===== config.mk =====
export PLATFORM = sky130hd
export DESIGN_NAME = salsa_core
export DESIGN_NICKNAME = d
export VERILOG_FILES = /design/src/scrypt_pkg.sv /design/src/salsa_core.sv
export SDC_FILE = /design/constraint.sdc
export NUM_CORES = 2
export LEC_CHECK = 0
export BUFFER_PORTS_ARGS = -buffer_cell sky130_fd_sc_hd__buf_2
export CORE_ASPECT_RATIO = 0.75
export CORE_UTILIZATION = 55
export CTS_CLUSTER_SIZE = 30
export DETAILED_ROUTE_END_ITERATION = 6
export PLACE_DENSITY = 0.74
export SLEW_MARGIN = 20
export SYNTH_ARGS = -nofsm -noshare
export SYNTH_HDL_FRONTEND = slang
export SYNTH_SLANG_ARGS = --single-unit

===== constraint.sdc =====
create_clock -name hash_clk -period 19.21 [get_ports hash_clk]
set_input_delay 1.921 -clock hash_clk [delete_from_list [all_inputs] [get_ports hash_clk]]
set_output_delay 1.921 -clock hash_clk [all_outputs]
set_load 0.1 [all_outputs]

===== src/scrypt_pkg.sv =====
/* Shared definitions for the scrypt ROMix engine
 * Block widths, the block union, the datapath operation codes and the byte-order function
 */

`default_nettype none

package scrypt_pkg;

	localparam int WORD_BITS = 32;	// One Salsa word
	localparam int HALF_BITS = 512;	// One BlockMix half (X0 or X1)
	localparam int BLOCK_BITS = 1024;	// One whole scrypt block with r = 1
	localparam int DOUBLE_ROUNDS = 4;	// Salsa20/8 runs eight rounds as four double rounds

	// The shift register and the RAM see a flat vector while the mixer works on halves
	typedef union packed {
		logic [BLOCK_BITS-1:0] flat;
		struct packed {
			logic [HALF_BITS-1:0] x1;	// Upper half holds the second 64 bytes
			logic [HALF_BITS-1:0] x0;	// Word 0 of the block sits at the least significant end
		} half;
	} block_t;

	// Operation applied to the X block at the next edge
	typedef enum logic [2:0] {
		x_hold,
		x_load,	// Take the byte-order converted shift register
		x_ram_xor,	// XOR the scratchpad read data into X
		x_take_x0,	// First BlockMix half result
		x_take_x1,	// Second BlockMix half result
		x_unload	// Hand X back to the shift register
	} x_op_t;

	// Swaps the four bytes of every 32-bit word, so it converts in both directions
	function automatic logic [BLOCK_BITS-1:0] byte_order(input logic [BLOCK_BITS-1:0] blk);
		logic [BLOCK_BITS-1:0] swapped;
		for (int w = 0; w < BLOCK_BITS / WORD_BITS; w++)
		begin
			for (int b = 0; b < WORD_BITS / 8; b++)
				swapped[w*WORD_BITS + b*8 +: 8] = blk[w*WORD_BITS + (3-b)*8 +: 8];
		end
		return swapped;
	endfunction

endpackage

`default_nettype wire

===== src/salsa_core.sv =====
/* Iterative Salsa20/8 core
 * One double round per clock, then the captured input is added back word by word
 */

`timescale 1ns/1ps
`default_nettype none

module salsa_core (
	input  logic hash_clk,
	input  logic reset,
	input  logic load,
	input  logic [scrypt_pkg::HALF_BITS-1:0] din,
	output logic [scrypt_pkg::HALF_BITS-1:0] dout,
	output logic done
);

	localparam int CNT_BITS = $clog2(scrypt_pkg::DOUBLE_ROUNDS);
	localparam int WB = scrypt_pkg::WORD_BITS;

	logic [scrypt_pkg::HALF_BITS-1:0] work;	// State being rounded
	logic [scrypt_pkg::HALF_BITS-1:0] saved_in;	// Input kept for the final addition
	logic [CNT_BITS-1:0] round_cnt;
	logic running;

	function automatic logic [WB-1:0] rotl(input logic [WB-1:0] v, input int n);
		return (v << n) | (v >> (WB - n));
	endfunction

	// Standard Salsa quarter round, returned as {a, b, c, d}
	function automatic logic [4*WB-1:0] quarter(input logic [WB-1:0] a, input logic [WB-1:0] b,
		input logic [WB-1:0] c, input logic [WB-1:0] d);
		logic [WB-1:0] na;
		logic [WB-1:0] nb;
		logic [WB-1:0] nc;
		logic [WB-1:0] nd;
		nb = b ^ rotl(a + d, 7);
		nc = c ^ rotl(nb + a, 9);
		nd = d ^ rotl(nc + nb, 13);
		na = a ^ rotl(nd + nc, 18);
		return {na, nb, nc, nd};
	endfunction

	// Column round followed by row round, the row indices being the column ones transposed
	function automatic logic [scrypt_pkg::HALF_BITS-1:0] double_round(
		input logic [scrypt_pkg::HALF_BITS-1:0] s);
		logic [WB-1:0] x [16];
		logic [scrypt_pkg::HALF_BITS-1:0] r;
		for (int i = 0; i < 16; i++)
			x[i] = s[i*WB +: WB];
		for (int k = 0; k < 4; k++)	// Columns start on the diagonal at 5k
			{x[5*k], x[4*((k+1)%4)+k], x[4*((k+2)%4)+k], x[4*((k+3)%4)+k]} =
				quarter(x[5*k], x[4*((k+1)%4)+k], x[4*((k+2)%4)+k], x[4*((k+3)%4)+k]);
		for (int k = 0; k < 4; k++)	// Rows start on the same diagonal
			{x[5*k], x[4*k+(k+1)%4], x[4*k+(k+2)%4], x[4*k+(k+3)%4]} =
				quarter(x[5*k], x[4*k+(k+1)%4], x[4*k+(k+2)%4], x[4*k+(k+3)%4]);
		for (int i = 0; i < 16; i++)
			r[i*WB +: WB] = x[i];
		return r;
	endfunction

	always_ff @(posedge hash_clk)
	begin
		if (load)
		begin
			work <= din;
			saved_in <= din;
		end
		else if (running)
			work <= double_round(work);
	end

	always_ff @(posedge hash_clk)
	begin
		if (reset)
		begin
			running <= 1'b0;
			done <= 1'b0;
			round_cnt <= '0;
		end
		else
		begin
			done <= 1'b0;	// Single cycle pulse
			if (load)
			begin
				running <= 1'b1;
				round_cnt <= '0;
			end
			else if (running)
			begin
				round_cnt <= round_cnt + 1'b1;
				if (round_cnt == CNT_BITS'(scrypt_pkg::DOUBLE_ROUNDS - 1))
				begin
					running <= 1'b0;	// Last double round lands at this edge
					done <= 1'b1;
				end
			end
		end
	end

	// Feed-forward addition, valid from done until the next load
	always_comb
	begin
		for (int i = 0; i < 16; i++)
			dout[i*WB +: WB] = work[i*WB +: WB] + saved_in[i*WB +: WB];
	end

	// The controller must wait for done before handing over the next half
	load_while_idle: assert property (@(posedge hash_clk) disable iff (reset) load |-> !running);

endmodule

`default_nettype wire


==> impl_results.md, run 1 <==
* Status: aborted with a tool error
* Exit stage: global routing (5_1_grt)
* Tool error message: [ERROR GRT-0232] Routing congestion too high. Check the congestion heatmap in the GUI.
* RD Place Congestion at roughly 1.4
* Overflow after GRT at 2
* Synth cell types at 98
* Most frequent cell after synthesis: xnor2_1
* GRT Overall Usage at 76.5%
* Largest net degree at the start of global routing at between 100 and 150
* Ys Warns at 0
* Top-area cell type share of the netlist area at about 28%
* Synth Instances at about 12000
* Post-synth EDFFs at around 1000
* Pre-CTS WS at -4.20 ns
* Cell Rows at 142
* Die W at 522 um
* Clock Path Buffers at 3
* I/O Buffers at ~1000
* Post-DP HPWL at a little over 600 mm
* CTS Buf Count at 105
* Sequential share of the synthesized area at 27.6%
* Async S/R FF share, synth at 0%
* Top cells by count, synth: xnor2_1 (1734), ha_1 (1491), a21oi_1 (1056), edfxtp_1 (1024), nand2_1 (754)
* Root Buffer: clkbuf_16
* Average cell area after synthesis at ~9.4 sq um
* Ys flop type: edfxtp_1
* Synth Cell Area at around 110000 sq um
* H-tree depth at 3
* # IOs at about 1000
* Initial Util at 55.6%
* Synth top area cells: edfxtp_1 (28%), ha_1 (17%), xnor2_1 (14%)
* Synth Net Count at 13900
* Hold-fix buffers, CTS at 0
* Chip height at 392 um
* Clock sink count at 1028
* Dominant cell type by area after synthesis: edfxtp_1
* Synthesized flop and latch total at between 1000 and 1500
==> logic make-up after synthesis <==
group,synth area share [%]
AOI/OAI and AO/OA,19.1
and+or+nand+nor,11.2
xor gates and xnor gates,19.1
adders and majority gates,17.6
DFF,27.6
buffers and inverters,1.97
muxes,3.43
==> routing by layer <==
metal	global-route usage, %	GRT overflow
met5	44.8	0
met2	90.3	0
met4	74.1	2
met3	62.0	0
met1	77.9	0
==> what timing repair did <==
action	4_1_cts
gates resized for setup	1107
setup endpoints to repair	191
pin swaps	808
setup buffers	442
==> stage by stage <==
step | cells | setup TNS, ns | util [%] | area, sq um
4_1_cts | 20100 | -114.09 | 81.5 | 163000
2_1_floorplan | 11900 | -0.492 | - | 113000
3_5_place_dp | 19500 | -325.82 | 75.6 | 152000
3_3_place_gp | 19500 | -271.11 | 75.6 | 152000
==> run 2, diff against run 1 <==
- CORE_ASPECT_RATIO: 0.75 -> default
- CORE_UTILIZATION: 55 -> 40
- CTS_CLUSTER_SIZE: 30 -> default
- PLACE_DENSITY: 0.74 -> default
- PLACE_DENSITY_LB_ADDON: default -> 0.15
- clock period: 19.21 -> 25 ns (I/O delays scaled with it)
==> impl_results.md, run 2 <==
* Status: finished with violations (was aborted with a tool error)
* Failing checks: design-rule violations
* Slowest stage delay, CP at 0.98 ns
* Most frequent cell after synthesis: xnor2_1 (unchanged)
* # IOs at 1028 (unchanged)
* Core region area at approximately 280000 sq um
* Worst-Margin Slew at 1.36 ns
* Remaining DRCs at 29
* Post-synth EDFFs at 1024 (unchanged)
* Most common library cell in the layout ignoring fill and taps: buf_4
* Cell Rows at 193 (was 142)
* Slew Limit Headroom at under 10%
* Synthesis-to-finish area growth at 33.9%
* Count of endpoints failing setup in the final report at 0
* H-tree depth at 3 (unchanged)
* WP data required at 25.64 ns
* Worst Setup End Kind: flip-flop
* Synthesized flop and latch total at 1028 (unchanged)
* Largest net degree at the start of global routing at 170
* Simple-gate share of the synthesized area at 11.2% (unchanged)
* Overflow after GRT at 0
* Synth cell types at 98 (unchanged)
* Synth Area in XOR/XNOR at 19.1% (unchanged)
* DRT Pass-1 Iters at 7
* Synth Cell Area at 112000 sq um (unchanged)
* Synth Net Count at 13900 (unchanged)
* Die area at between 200000 and 300000 sq um
* Post-synthesis mux area share at 3.43% (unchanged)
* Crit path max fanout at 5
* Max cap viols at 0
* Adder-cell share of the synthesized area at 17.6% (unchanged)
* Async S/R FF share, synth at 0% (unchanged)
* Proportion of layout cells with a drive suffix above 1 at 30.5%
* RD Place Congestion at 1.18 (was 1.35)
* CTS Buf Count at 119 (was 105)
* Synth top area cells: edfxtp_1 (28%), ha_1 (17%), xnor2_1 (14%) (unchanged)
* Utilization after layout at 53.9%
* Ys Warns at 0 (unchanged)
* Ys flop type: edfxtp_1 (unchanged)
* Average cell area after synthesis at 9.40 sq um (unchanged)
* Critical Path Source Type: flip-flop
* Compound-gate portion of the synthesized area at 19.1% (unchanged)
* Worst r2r dst: work[486]$_DFFE_PP_
* Final Critical Period at 24.35 ns
* Clock Path Buffers at 4 (was 3)
* First-pass GRT wire length at 957 mm
* Post-DP HPWL at 649 mm (was 606 mm)
* Via count at between 100k and 150k
* Placed Area at 144000 sq um (was 152000 sq um)
* GRT Overall Usage at about half
* Largest registers: saved_in (512), work (512), round_cnt (2)
* Wirelength per Cell at 38.0 um
* Nets@finish at approximately 18000
* Chip height at 530 um (was 392 um)
* Post-route ant nets at 0
* Fin. Hold Viols at 0
* Root Buffer: clkbuf_16 (unchanged)
* Top-area cell type share of the netlist area at 27.6% (unchanged)
* I/O Buffers at 1027 (unchanged)
* Largest family of logic cells by synthesized area: compound AO/OA/AOI/OAI gates (unchanged)
* Clock latency on the worst-skew pair at roughly 0.93 ns
* Initial antenna violation count at 171
* Sequential share of the synthesized area at 27.6% (unchanged)
* Reg-to-Reg Start: work[497]$_DFFE_PP_
* Buf+Inv Stages, Crit Path at 20
* CP max-delay cell: xnor2_1
* Vias per Instance at 6.18
* Layout Skew at 0.0525 ns
* WP data arrival at 24.99 ns
* Max Fclk at 41.1 MHz
* Initial Util at 40.3% (was 55.6%)
* Top cells by count, synth: xnor2_1 (1734), ha_1 (1491), a21oi_1 (1056), edfxtp_1 (1024), nand2_1 (754) (unchanged)
* Vias in the first global route at 112000
* Clock sink count at 1028 (unchanged)
* Final Cycle Share at 97.4%
* Crit path launch: work[497]$_DFFE_PP_
* Die W at 530 um (was 522 um)
* FF-to-FF path depth at 116
* Most common cell on crit path: buf_4
* Most frequent cells in the layout: buf_4 (2594), ha_1 (1488), xnor2_1 (1458)
* Synth Instances at 11900 (unchanged)
* Critical path depth at 116
* CTS tree: yes
* Initial DRC count at 15800
* Fin area at 149000 sq um
* Hold-fix buffers, CTS at 0 (unchanged)
* Routed WL at between 700 and 800 mm
* Dominant cell type by area after synthesis: edfxtp_1 (unchanged)
* Internal reg-to-reg setup slack at 0.65 ns
* Top delay family on crit path: compound AO/OA/AOI/OAI gates
* Clock-pin slew on the worst setup and hold paths at about 0.070 ns
* Crit path kind: reg -> reg
* Max Slew Vio Count at 0
* Hold Path Class: reg -> reg
* Setup crit end: work[486]$_DFFE_PP_
==> run 2: worst reg2reg max path, delay by kind of cell, from the launching register on <==
family          cells  cell delay (ns)
xor+xnor           10             2.71
simple gates       17             3.47
compound gates     61            12.05
buf+inv            20             3.20
fa+ha+maj           8             2.15
flops               1             0.51
==> run 2: what timing repair did <==
action                                  in CTS  in global routing
pin swaps                                    1                 67
endpoints found under the setup margin      28                 99
setup buffers                                7                 21
gates resized for setup                     30                202
==> run 2: stage by stage <==
stage,cells,worst slack (ns),hold slack (ns),setup TNS (ns)
after floorplan,11900,4.11,0.473,0
after global placement,19100,-1.46,0.510,-12.56
after detailed placement,19100,-1.15,0.534,-7.58
after CTS,19400,0.0160,0.543,0
after global routing,19400,-0.109,0.586,-0.494
final,19500,0.650,0.541,0
==> run 2: cells by family after synthesis <==
logic type                 after synthesis
xor gates and xnor gates              2402
and+or+nand+nor                       2632
DFF                                   1028
AOI/OAI and AO/OA                     3338
adders and majority gates             1539
muxes                                  340
buffers and inverters                  584
==> run 2: final cells by class <==
type,count,area [sq um]
Fill cell,25100,128000
Multi-Input combinational cell,10300,81800
Sequential cell,1028,30800
Timing Repair Buffer,3695,26100
Tap cell,3705,4640
Clock buffer,135,3040
Inverter,494,1860
Clock inverter,80,734
Antenna cell,130,325
==> run 2: how the worst min path moves through the flow <==
stage,startpoint,to,depth (start not counted)
6_report,running$_SDFF_PP0_,done$_SDFF_PP0_,2
5_1_grt,running$_SDFF_PP0_,done$_SDFF_PP0_,2
4_1_cts,running$_SDFF_PP0_,done$_SDFF_PP0_,2
3_3_place_gp,round_cnt[1]$_SDFFE_PP0P_,round_cnt[1]$_SDFFE_PP0P_,2
2_1_floorplan,running$_SDFF_PP0_,done$_SDFF_PP0_,2
3_5_place_dp,running$_SDFF_PP0_,done$_SDFF_PP0_,2
==> run 2: per-layer routing <==
layer | wire length, um | vias to the layer above | track usage (%) | share of wire (%)
li1 | - | 51100 | - | -
met1 | 273000 | 58600 | 60.3 | 37
met2 | 291000 | 8590 | 70.2 | 39
met3 | 96100 | 2245 | 19.7 | 13
met4 | 80100 | 76 | 46.5 | 11
met5 | 1130 | - | 2.09 | 0.15
Power of run 2 is not shown: default switching activity piles up to over one toggle a cycle in this logic, so the estimate is an artifact.
