<file path="src/scrypt_pkg.sv">
/* Shared definitions for the scrypt ROMix engine
 * Block widths, the block union, the datapath operation codes and the byte-order function
 */

`default_nettype none

package scrypt_pkg;

	localparam int WORD_BITS = 32;	// One Salsa word
	localparam int HALF_BITS = 512;	// One BlockMix half (X0 or X1)
	localparam int BLOCK_BITS = 1024;	// One whole scrypt block with r = 1
	localparam int DOUBLE_ROUNDS = 4;	// Salsa20/8 runs eight rounds as four double rounds

	// The shift register and the RAM see a flat vector while the mixer works on halves
	typedef union packed {
		logic [BLOCK_BITS-1:0] flat;
		struct packed {
			logic [HALF_BITS-1:0] x1;	// Upper half holds the second 64 bytes
			logic [HALF_BITS-1:0] x0;	// Word 0 of the block sits at the least significant end
		} half;
	} block_t;

	// Operation applied to the X block at the next edge
	typedef enum logic [2:0] {
		x_hold,
		x_load,	// Take the byte-order converted shift register
		x_ram_xor,	// XOR the scratchpad read data into X
		x_take_x0,	// First BlockMix half result
		x_take_x1,	// Second BlockMix half result
		x_unload	// Hand X back to the shift register
	} x_op_t;

	// Swaps the four bytes of every 32-bit word, so it converts in both directions
	function automatic logic [BLOCK_BITS-1:0] byte_order(input logic [BLOCK_BITS-1:0] blk);
		logic [BLOCK_BITS-1:0] swapped;
		for (int w = 0; w < BLOCK_BITS / WORD_BITS; w++)
		begin
			for (int b = 0; b < WORD_BITS / 8; b++)
				swapped[w*WORD_BITS + b*8 +: 8] = blk[w*WORD_BITS + (3-b)*8 +: 8];
		end
		return swapped;
	endfunction

endpackage

`default_nettype wire
</file>
<file path="src/romix_ctrl.sv">
/* ROMix controller
 * Write and mix phase FSM that sequences the salsa core, the scratchpad and the datapath
 * Owns the busy and result flags
 */

`timescale 1ns/1ps
`default_nettype none

module romix_ctrl #(
	parameter int ADDR_BITS = 10
) (
	input  logic hash_clk,
	input  logic reset,
	input  logic start,
	input  logic salsa_done,
	input  logic [scrypt_pkg::WORD_BITS-1:0] jump_index_word,
	output scrypt_pkg::x_op_t x_op,
	output logic salsa_load,
	output logic [ADDR_BITS-1:0] ram_addr,
	output logic ram_we,
	output logic busy,
	output logic result
);

	localparam logic [2:0] st_idle = 3'd0;
	localparam logic [2:0] st_write = 3'd1;	// Store V[i]
	localparam logic [2:0] st_mix_read = 3'd2;	// Present V[j] address
	localparam logic [2:0] st_mix_xor = 3'd3;	// Read data arrives
	localparam logic [2:0] st_half_one = 3'd4;
	localparam logic [2:0] st_half_two = 3'd5;
	localparam logic [2:0] st_finish = 3'd6;	// Unload cycle

	logic [2:0] state;
	logic [ADDR_BITS-1:0] iter_cnt;	// Iteration within the current phase
	logic mix_phase;	// Low while the scratchpad is being filled
	logic accept;
	logic last_iter;

	// A start in the result cycle is dropped so the flags stay clean
	assign accept = (state == st_idle) && start && !result;
	assign last_iter = &iter_cnt;

	// Datapath operation follows the state, the takes wait for the salsa pulse
	always_comb
	begin
		x_op = scrypt_pkg::x_hold;
		case (state)
			st_idle:
				if (accept)
					x_op = scrypt_pkg::x_load;	// Block enters X at the accept edge
			st_mix_xor:
				x_op = scrypt_pkg::x_ram_xor;
			st_half_one:
				if (salsa_done)
					x_op = scrypt_pkg::x_take_x0;
			st_half_two:
				if (salsa_done)
					x_op = scrypt_pkg::x_take_x1;
			st_finish:
				x_op = scrypt_pkg::x_unload;
			default:
				x_op = scrypt_pkg::x_hold;
		endcase
	end

	assign ram_we = (state == st_write);

	// Fill walks the counter, the mix phase jumps to Integerify(X) mod N
	assign ram_addr = mix_phase ? jump_index_word[ADDR_BITS-1:0] : iter_cnt;

	always_ff @(posedge hash_clk)
	begin
		if (reset)
		begin
			state <= st_idle;
			iter_cnt <= '0;
			mix_phase <= 1'b0;
			salsa_load <= 1'b0;
			busy <= 1'b0;
			result <= 1'b0;
		end
		else
		begin
			salsa_load <= 1'b0;	// Both strobes are single cycle
			result <= 1'b0;
			case (state)
				st_idle:
					if (accept)
					begin
						state <= st_write;
						busy <= 1'b1;
						iter_cnt <= '0;
						mix_phase <= 1'b0;
					end
				st_write:
				begin
					state <= st_half_one;
					salsa_load <= 1'b1;	// Block was written, BlockMix starts now
				end
				st_mix_read:
					state <= st_mix_xor;
				st_mix_xor:
				begin
					state <= st_half_one;
					salsa_load <= 1'b1;	// X ^ V[j] is in place at the next cycle
				end
				st_half_one:
					if (salsa_done)
					begin
						state <= st_half_two;
						salsa_load <= 1'b1;
					end
				st_half_two:
					if (salsa_done)
					begin
						iter_cnt <= iter_cnt + 1'b1;	// Wraps to zero for the mix phase
						mix_phase <= mix_phase | last_iter;
						if (mix_phase && last_iter)
							state <= st_finish;
						else if (!mix_phase && !last_iter)
							state <= st_write;
						else
							state <= st_mix_read;
					end
				st_finish:
				begin
					state <= st_idle;
					busy <= 1'b0;	// Falls together with the result pulse
					result <= 1'b1;
				end
				default:
					state <= st_idle;
			endcase
		end
	end

	result_pulse: assert property (@(posedge hash_clk) disable iff (reset) result |=> !result);
	idle_after_result: assert property (@(posedge hash_clk) disable iff (reset) result |=> !busy);

endmodule

`default_nettype wire

</file>
<file path="config.mk">
export PLATFORM = sky130hd
export DESIGN_NAME = romix_ctrl
export DESIGN_NICKNAME = d
export VERILOG_FILES = /design/src/scrypt_pkg.sv /design/src/romix_ctrl.sv
export SDC_FILE = /design/constraint.sdc
export NUM_CORES = 1
export LEC_CHECK = 0
export ABC_AREA = 0
export BUFFER_PORTS_ARGS = -buffer_cell sky130_fd_sc_hd__buf_2
export CAP_MARGIN = 20
export CORE_ASPECT_RATIO = 0.9
export CORE_MARGIN = 2
export CORE_UTILIZATION = 30
export DETAILED_ROUTE_END_ITERATION = 10
export HOLD_SLACK_MARGIN = 0.06
export SYNTH_ARGS = -nofsm -noshare
export SYNTH_HDL_FRONTEND = slang
export SYNTH_SLANG_ARGS = --single-unit
</file>
<file path="constraint.sdc">
create_clock -name hash_clk -period 5.95 [get_ports hash_clk]
set_input_delay 0.595 -clock hash_clk [delete_from_list [all_inputs] [get_ports hash_clk]]
set_output_delay 0.595 -clock hash_clk [all_outputs]
set_load 0.03 [all_outputs]
</file>
==> results of run 1 <==
[per-layer routing]
layer  up-vias  track usage  share of wire
li1        478            -              -
met1       428        0.168           0.45
met2        39        0.244           0.48
met3         0       0.0388          0.074
met4         0      0.00932              0
met5         -            0              0
[synthesized netlist by cell type (all sizes together) (3+ instances only)]
cell and n:
dfxtp 17, a21oi 13, mux2 8, nand2 8, nor2 7, o21ai 7, clkbuf 5, inv 5
nand3 5, xnor2 5, a211oi 4, nand2b 4, o31ai 3, or4 3
[power breakdown]
part / switching [W] / internal [W]
clock network: 0.0000375 / 0.0000261
logic: 0.0000313 / 0.0000180
registers: 0.00000669 / 0.000118
total: 0.0000755 / 0.000162
[tightest hold or removal path, delay by kind of cell, from the launching register on]
kind | cells | cell delay (ns)
flops | 1 | 0.32
compound gates | 2 | 0.13
[metrics by stage]
step                cell area (um^2)  setup WS [ns]  power [W]
finish                          1160           3.65   0.000238
global route                    1160           3.50   0.000250
CTS                             1160           3.66   0.000240
detailed placement              1140           3.60   0.000177
global placement                1140           3.66   0.000175
floorplan                        958           3.87   0.000161
[area by class of cell]
| class | instances | area [um^2] |
|---|---|---|
| tap | 42 | 52.6 |
| multi-input combinational | 88 | 576 |
| fill | 345 | 1880 |
| inverter | 5 | 18.8 |
| sequential | 17 | 340 |
| clock buffer | 4 | 26.3 |
| timing repair buffer | 30 | 150 |
[sequential cells by signal, summed over array words and instances, names as in the netlist]
signal	cells
iter_cnt	10
state	3
busy	1
mix_phase	1
result	1
salsa_load	1
[cells by family after synthesis]
| kind of cell | Yosys count | share of synthesized area |
|---|---|---|
| AND/OR/NAND/NOR | 40 | 0.221 |
| AO/OA/AOI/OAI | 32 | 0.209 |
| flip-flops | 17 | 0.355 |
| buffers and inverters | 11 | 0.0444 |
| multiplexers | 8 | 0.0940 |
| XOR/XNOR | 7 | 0.0640 |
| adder cells (fa/ha/maj) | 1 | 0.0131 |
[worst paths after layout]
path                    startpoint                  endpoint  slack (ns)
min reg2reg      busy$_SDFFE_PP0P_         busy$_SDFFE_PP0P_        0.49
max          state[2]$_SDFFE_PP0P_                   x_op[1]        3.65
min              busy$_SDFFE_PP0P_         busy$_SDFFE_PP0P_        0.49
max reg2reg  state[0]$_SDFFE_PP0P_  iter_cnt[9]$_SDFFE_PP0P_        3.71
==> results.cfg, run 1 <==
[placed_design]
gp_congestion = 0.765
portBuffers = 30
hpwl_um = 1780
placed_cells = 182

[cells_and_area]
n_antenna_cell = 0
drive_above_1_share = 0.306
finish.utilization = 0.382
nets = 182
layout_commonest_cell = buf_2
final_cell_mix = buf_2, dfxtp_1, a21oi_1
instances_no_fill = 186
syn_to_final_growth_pct = 21.4

[synth]
ys.warnings.count = 0
synth_nets = 153
syn_avg_cell_area_um2 = 8.26
yosysSeqAreaShare = 0.355
synth.cell_area_um2 = 958
synth_area_leaders = dfxtp_1, mux2_2, a21oi_1
synthDominantCellAreaShare = 0.355
async_flop_share = 0
synthCells = 116
synth_seq_cells = 17
synth_largest_area_cell = dfxtp_1
yosys_most_used_dff = dfxtp_1
yosysUniqueCellTypes = 29
synth_edf_count = 0

[clock_tree]
post_cts.repair.setup_buffers = 0
cts_sinks = 17
h-tree-depth = 1
clkTransAtPathRegs_ns = 0.10
insertion_delay_ns = 0.29
cts_buffer_depth = 2
cts_tree = yes
ctsResizeCount = 0
clock-root-buffer = clkbuf_4
cts_buffers = 3
postCtsHoldBufs = 0

[critical_path]
crit_buf_inv = 1
slowest_stage = dfxtp_1
path_class = reg -> out
cp_slowest_stage_delay_ns = 0.44
cp-start-kind = register
cp_top_family = simple AND/OR/NAND/NOR gates
reg2regPathDepth = 4
critPathRequiredTime_ns = 5.36
crit_path_cell_trace = nor2b_1 -> nand2_1 -> or2_2 -> o21ai_0 -> buf_2
cp.arrival_ns = 1.70
crit_cells = 5
cp_max_fo = 7
endpoint_kind = primary output

[sta]
rsz0062_at_grt = false
slew_headroom = 0.501
holdWs_ns = 0.493
finClkSkew_ns = 0.00541
finalSetupTns_ns = 0
final-hold-violation-count = 0
setup_viol = 0
worst_pin_slew_ns = 0.747
fin_crit_sh = 0.386
fmax_mhz = 435
finalCriticalPeriod_ns = 2.30
finalMaxSlewViolations = 0

[global_route]
grt_use_total = 0.135
grt_overflow = 0
first_global_vias = 904
grt_pass1_wl_um = 3990
grt_start_max_net_pins = 17
antenna_found_initial = 0

[die]
die_y_um = 57.6
start_util = 0.315
rows = 19
die-area_um2 = 3660
die_w_um = 63.6
fp.coreArea_um2 = 3040
ios = 53

[routing]
routed_wl_um = 2370
dr.pass1.iters = 4
wl_per_cell_um = 12.7
drc = 0
avgViaCountPerCell = 5.08
drtIter0Drc = 28
ant_nets = 0
routed-via-count = 945

[run]
cap_violations = 0

[min_path]
hold_depth = 2
hold_path.class = reg -> reg

[power]
powerDensity_nw_per_um2 = 204
p_leak_nw = 0.463
vdd_drop_max_mv = 0.141

[status]
status = finished, final reports clean
No activity file was read; power rests on OpenSTA's default activity.
==> run 2: changes to the inputs <==
--- a/config.mk
+++ b/config.mk
@@ -5,7 +5,7 @@
 export SDC_FILE = /design/constraint.sdc
 export NUM_CORES = 1
 export LEC_CHECK = 0
-export ABC_AREA = 0
+export ABC_AREA = 1
 export BUFFER_PORTS_ARGS = -buffer_cell sky130_fd_sc_hd__buf_2
 export CAP_MARGIN = 20
 export CORE_ASPECT_RATIO = 0.9
==> constraint.sdc (replaced) <==
create_clock -name hash_clk -period 2.1 [get_ports hash_clk]
set_input_delay 0.21 -clock hash_clk [delete_from_list [all_inputs] [get_ports hash_clk]]
set_output_delay 0.21 -clock hash_clk [all_outputs]
set_load 0.03 [all_outputs]
==> results.cfg, run 2 <==
[cells_and_area]
largest_register = iter_cnt
n_antenna_cell = 0
layout_commonest_cell = nand2_1
largestRegisters = iter_cnt x10, state x3
final_cell_mix = nand2_1, buf_2, inv_1
seqCellArea_um2 = 340
drive_above_1_share = 0.208
nets = 240
syn_to_final_growth_pct = 21.7
fillers = 390
largest_reg_flops = 10
finish.utilization = 0.380
multi_input_area_um2 = 598

[clock_tree]
clock-root-buffer = clkbuf_8
cts_buffers = 3
clkTransAtPathRegs_ns = 0.07
postCtsHoldBufs = 0
post_cts.repair.setup_buffers = 0
cts_tree = yes
h-tree-depth = 1
insertion_delay_ns = 0.25
cts_sinks = 17
cts_buffer_depth = 2
ctsResizeCount = 0

[critical_path]
cp.arrival_ns = 1.50
critPathRequiredTime_ns = 1.89
path_class = reg -> out
critPathLaunch = state[1]$_SDFFE_PP0P_
cp_max_fo = 6
reg2reg_from = state[0]$_SDFFE_PP0P_
endpoint_kind = primary output
reg2reg_slack_ns = 0.66
cp-start-kind = register

[synth]
async_flop_share = 0
yosysMostFrequentCell = nand2_1
synthCells = 172
synth_largest_area_cell = dfxtp_1
yosysSeqAreaShare = 0.325
yosys_most_used_dff = dfxtp_1
synth_nets = 209
yosysUniqueCellTypes = 22
synth_area_leaders = dfxtp_1, nand2_1, a21oi_1
syn_avg_cell_area_um2 = 6.09
synth_seq_cells = 17
synth_edf_count = 0
synth.cell_area_um2 = 1050
ys.warnings.count = 0
yosys-top-cells-count = nand2_1, inv_1, dfxtp_1
synthDominantCellAreaShare = 0.325

[routing]
met2WireLength_um = 1130
wl_met3_um = 80
ant_nets = 0
top_layer_used = met4
drc = 0
wl_per_cell_um = 9.92
dr.pass1.iters = 4
wl_met1_um = 1200
drtIter0Drc = 40
avgViaCountPerCell = 4.52
routed_wl_um = 2440
routed-via-count = 1113

[sta]
holdWs_ns = 0.233
fmax_mhz = 584
setup_ws_ns = 0.388
finClkSkew_ns = 0.00352
final-hold-violation-count = 0
fin_crit_sh = 0.815
worst_pin_slew_ns = 0.311
finalMaxSlewViolations = 0
slew_headroom = 0.793
finalCriticalPeriod_ns = 1.71
setup_viol = 0
rsz0062_at_grt = false
finalSetupTns_ns = 0

[power]
powerDensity_nw_per_um2 = 786
p_leak_nw = 0.580
vdd_drop_max_mv = 0.252

[die]
die_y_um = 60.1
fp.coreArea_um2 = 3350
die-area_um2 = 3980
start_util = 0.312
rows = 20
die_w_um = 66.3
ios = 53

[global_route]
antenna_found_initial = 0
grt_start_max_net_pins = 19
first_global_vias = 954
grt_overflow = 0
grt_pass1_wl_um = 4240
grt_use_total = 0.138

[run]
cap_violations = 0

[placed_design]
dp_slack_ns = 0.639
portBuffers = 30
gp_congestion = 0.877
hpwl_um = 1910

[min_path]
hold_path.class = in -> reg
min_from = reset

[status]
status = finished, final reports clean
[run 2: path summary, 6_finish.rpt]
| path | to | depth (start not counted) |
|---|---|---|
| max | x_op[2] | 5 |
| min | iter_cnt[3]$_SDFFE_PP0P_ | 2 |
| max reg2reg | iter_cnt[4]$_SDFFE_PP0P_ | 6 |
| min reg2reg | iter_cnt[9]$_SDFFE_PP0P_ | 2 |
[run 2: worst max-delay path, cell delays in order, from the launching register on]
cell	delay, ns
dfxtp_1	0.46
inv_1	0.12
nor3_1	0.26
inv_1	0.11
o21ai_0	0.08
buf_2	0.22
[run 2: where the power goes]
part | internal (W) | total (W) | switching [W]
Sequential | 0.000344 | 0.000378 | 0.0000339
Combinational | 0.000111 | 0.000376 | 0.000265
Clock | 0.000135 | 0.000247 | 0.000113
Total | 0.000590 | 0.00100 | 0.000411
[run 2: cells by family after synthesis]
group                      count (synthesis)  synth area share
and+or+nand+nor                          100             0.421
AOI/OAI and AO/OA                         27             0.130
buffers and inverters                     26             0.104
DFF                                       17             0.325
xor gates and xnor gates                   1           0.00836
adders and majority gates                  1            0.0119
[run 2: cell type report]
cell class | instances | area share
well taps | 44 | 0.0432
flip-flops and latches | 17 | 0.267
inverters | 21 | 0.0618
repair buffers | 31 | 0.124
multi-input cells | 129 | 0.469
clock buffers | 4 | 0.0353
[run 2: routing by layer]
metal,track usage,vias up
met3,0.0169,2
met2,0.219,19
met4,0.0612,0
met5,0,-
li1,-,610
met1,0.189,482
[run 2: through the flow]
step           instances  cell area (um^2)  power [W]
4_1_cts              246              1270    0.00101
5_1_grt              246              1270    0.00108
2_1_floorplan        172              1050   0.000682
6_report             246              1270    0.00100
3_5_place_dp         242              1230   0.000761
3_3_place_gp         242              1230   0.000764
==> run 3: changes to the inputs <==
==> constraint.sdc (replaced) <==
create_clock -name hash_clk -period 1.52 [get_ports hash_clk]
set_input_delay 0.152 -clock hash_clk [delete_from_list [all_inputs] [get_ports hash_clk]]
set_output_delay 0.152 -clock hash_clk [all_outputs]
set_load 0.03 [all_outputs]
==> results.cfg, run 3 (synthesized netlist as in run 2, its figures left out) <==
[die]
start_util = 0.312
die_w_um = 66.3
die-area_um2 = 3980
rows = 20
die_y_um = 60.1
ios = 53
fp.coreArea_um2 = 3350

[cells_and_area]
instances_no_fill = 251
layout_commonest_cell = nand2_1
multi_input_area_um2 = 611
n_antenna_cell = 0
fillers = 395
syn_to_final_growth_pct = 27.6
largestRegisters = iter_cnt x10, state x3
nets = 245
largest_register = iter_cnt
final_cell_mix = nand2_1, buf_2, inv_1
largest_reg_flops = 10
drive_above_1_share = 0.256
seqCellArea_um2 = 347

[sta]
worst_pin_slew_ns = 0.234
finClkSkew_ns = 0.000687
rsz0062_at_grt = true
setup_viol = 0
holdWs_ns = 0.162
finalMaxSlewViolations = 0
final-hold-violation-count = 0
fmax_mhz = 695
fin_crit_sh = 0.947
slew_headroom = 0.843
finalCriticalPeriod_ns = 1.44

[min_path]
hold_path.class = in -> reg
hold_depth = 2
min_from = reset
hold_end = state[0]$_SDFFE_PP0P_

[global_route]
first_global_vias = 955
grt_start_max_net_pins = 19
grt_overflow = 0
grt_use_total = 0.137
antenna_found_initial = 0
grt_pass1_wl_um = 4150

[status]
status = finished, final reports clean

[routing]
drtIter0Drc = 36
drc = 0
ant_nets = 0
dr.pass1.iters = 4
avgViaCountPerCell = 4.56
wl_per_cell_um = 10.2
routed-via-count = 1144
routed_wl_um = 2550

[run]
cap_violations = 0

[placed_design]
hpwl_um = 1960
portBuffers = 30
gp_congestion = 0.806
placed_cells = 246

[clock_tree]
clock-root-buffer = clkbuf_8
cts_buffer_depth = 2
cts_sinks = 17
cts_buffers = 3
cts_tree = yes
insertion_delay_ns = 0.25
h-tree-depth = 1
clkTransAtPathRegs_ns = 0.07

[power]
powerDensity_nw_per_um2 = 1070
vdd_drop_max_mv = 0.260
p_leak_nw = 0.610

[critical_path]
cp-start-kind = register
critPathRequiredTime_ns = 1.37
cp_slowest_stage_delay_ns = 0.38
cpMostUsedCell = nand2_1
slowest_stage = dfxtp_4
reg2reg_slack_ns = 0.16
reg2reg_from = state[0]$_SDFFE_PP0P_
r2r_end = iter_cnt[4]$_SDFFE_PP0P_
cp_max_fo = 6
endpoint_kind = primary output
reg2regPathDepth = 6
cp.arrival_ns = 1.29
path_class = reg -> out
crit_path_cell_trace = inv_2 -> nand2_1 -> nor2_1 -> nand2_1 -> nand3b_1 -> clkbuf_4
run 3: cell count changes in the layout (fill, tap and decap cells not counted), sizes merged:
cell	change
buf	+4
clkbuf	+1
run 3: how the worst max path moves through the flow:
stage / startpoint / endpoint / slack [ns] / depth (start not counted)
finish: state[1]$_SDFFE_PP0P_ / x_op[0] / 0.08 / 6
global route: state[1]$_SDFFE_PP0P_ / x_op[2] / -0.02 / 5
CTS: state[0]$_SDFFE_PP0P_ / x_op[0] / 0.01 / 5
detailed placement: state[0]$_SDFFE_PP0P_ / iter_cnt[4]$_SDFFE_PP0P_ / 0.10 / 6
global placement: state[0]$_SDFFE_PP0P_ / iter_cnt[4]$_SDFFE_PP0P_ / 0.09 / 6
floorplan: state[1]$_SDFFE_PP0P_ / x_op[2] / 0.14 / 3
run 3: where the power goes:
part           internal [W]  switching [W]
logic              0.000180       0.000391
clock network      0.000186       0.000158
registers          0.000477      0.0000322
total              0.000843       0.000581
run 3: critical path: cells and delay by family (launching register included):
| kind | cells | cell delay [ns] |
|---|---|---|
| flops | 1 | 0.38 |
| buf+inv | 2 | 0.27 |
| simple gates | 4 | 0.39 |
run 3: what timing repair did:
action,CTS,global route
pin swaps,0,1
hold buffers,0,0
endpoints found under the setup margin,2,14
gates resized for setup,4,6
setup buffers,0,1
run 3: area by class of cell:
class                   count  area share
clock buffers               4      0.0337
inverters                  21      0.0590
multi-input cells         129       0.457
flip-flops and latches     17       0.259
well taps                  44      0.0412
repair buffers             36       0.150
run 3: metrics by stage:
| stage | total power [W] | cell area (um^2) | setup slack, ns | setup TNS [ns] | util |
|---|---|---|---|---|---|
| 6_report | 0.00142 | 1340 | 0.0806 | 0 | 0.399 |
| 5_1_grt | 0.00152 | 1340 | -0.0192 | -0.0378 | 0.399 |
| 4_1_cts | 0.00142 | 1320 | 0.0104 | 0 | 0.392 |
| 3_5_place_dp | 0.00108 | 1260 | 0.101 | 0 | 0.376 |
| 3_3_place_gp | 0.00108 | 1260 | 0.0908 | 0 | 0.376 |
| 2_1_floorplan | 0.000942 | 1050 | 0.141 | 0 | - |
run 3: routing by layer:
metal / wire length (um) / up-vias / track usage
li1: - / 620 / -
met1: 1260 / 504 / 0.191
met4: 40 / 0 / 0.0612
met3: 84 / 5 / 0.0169
met2: 1170 / 15 / 0.211
met5: 0 / - / 0
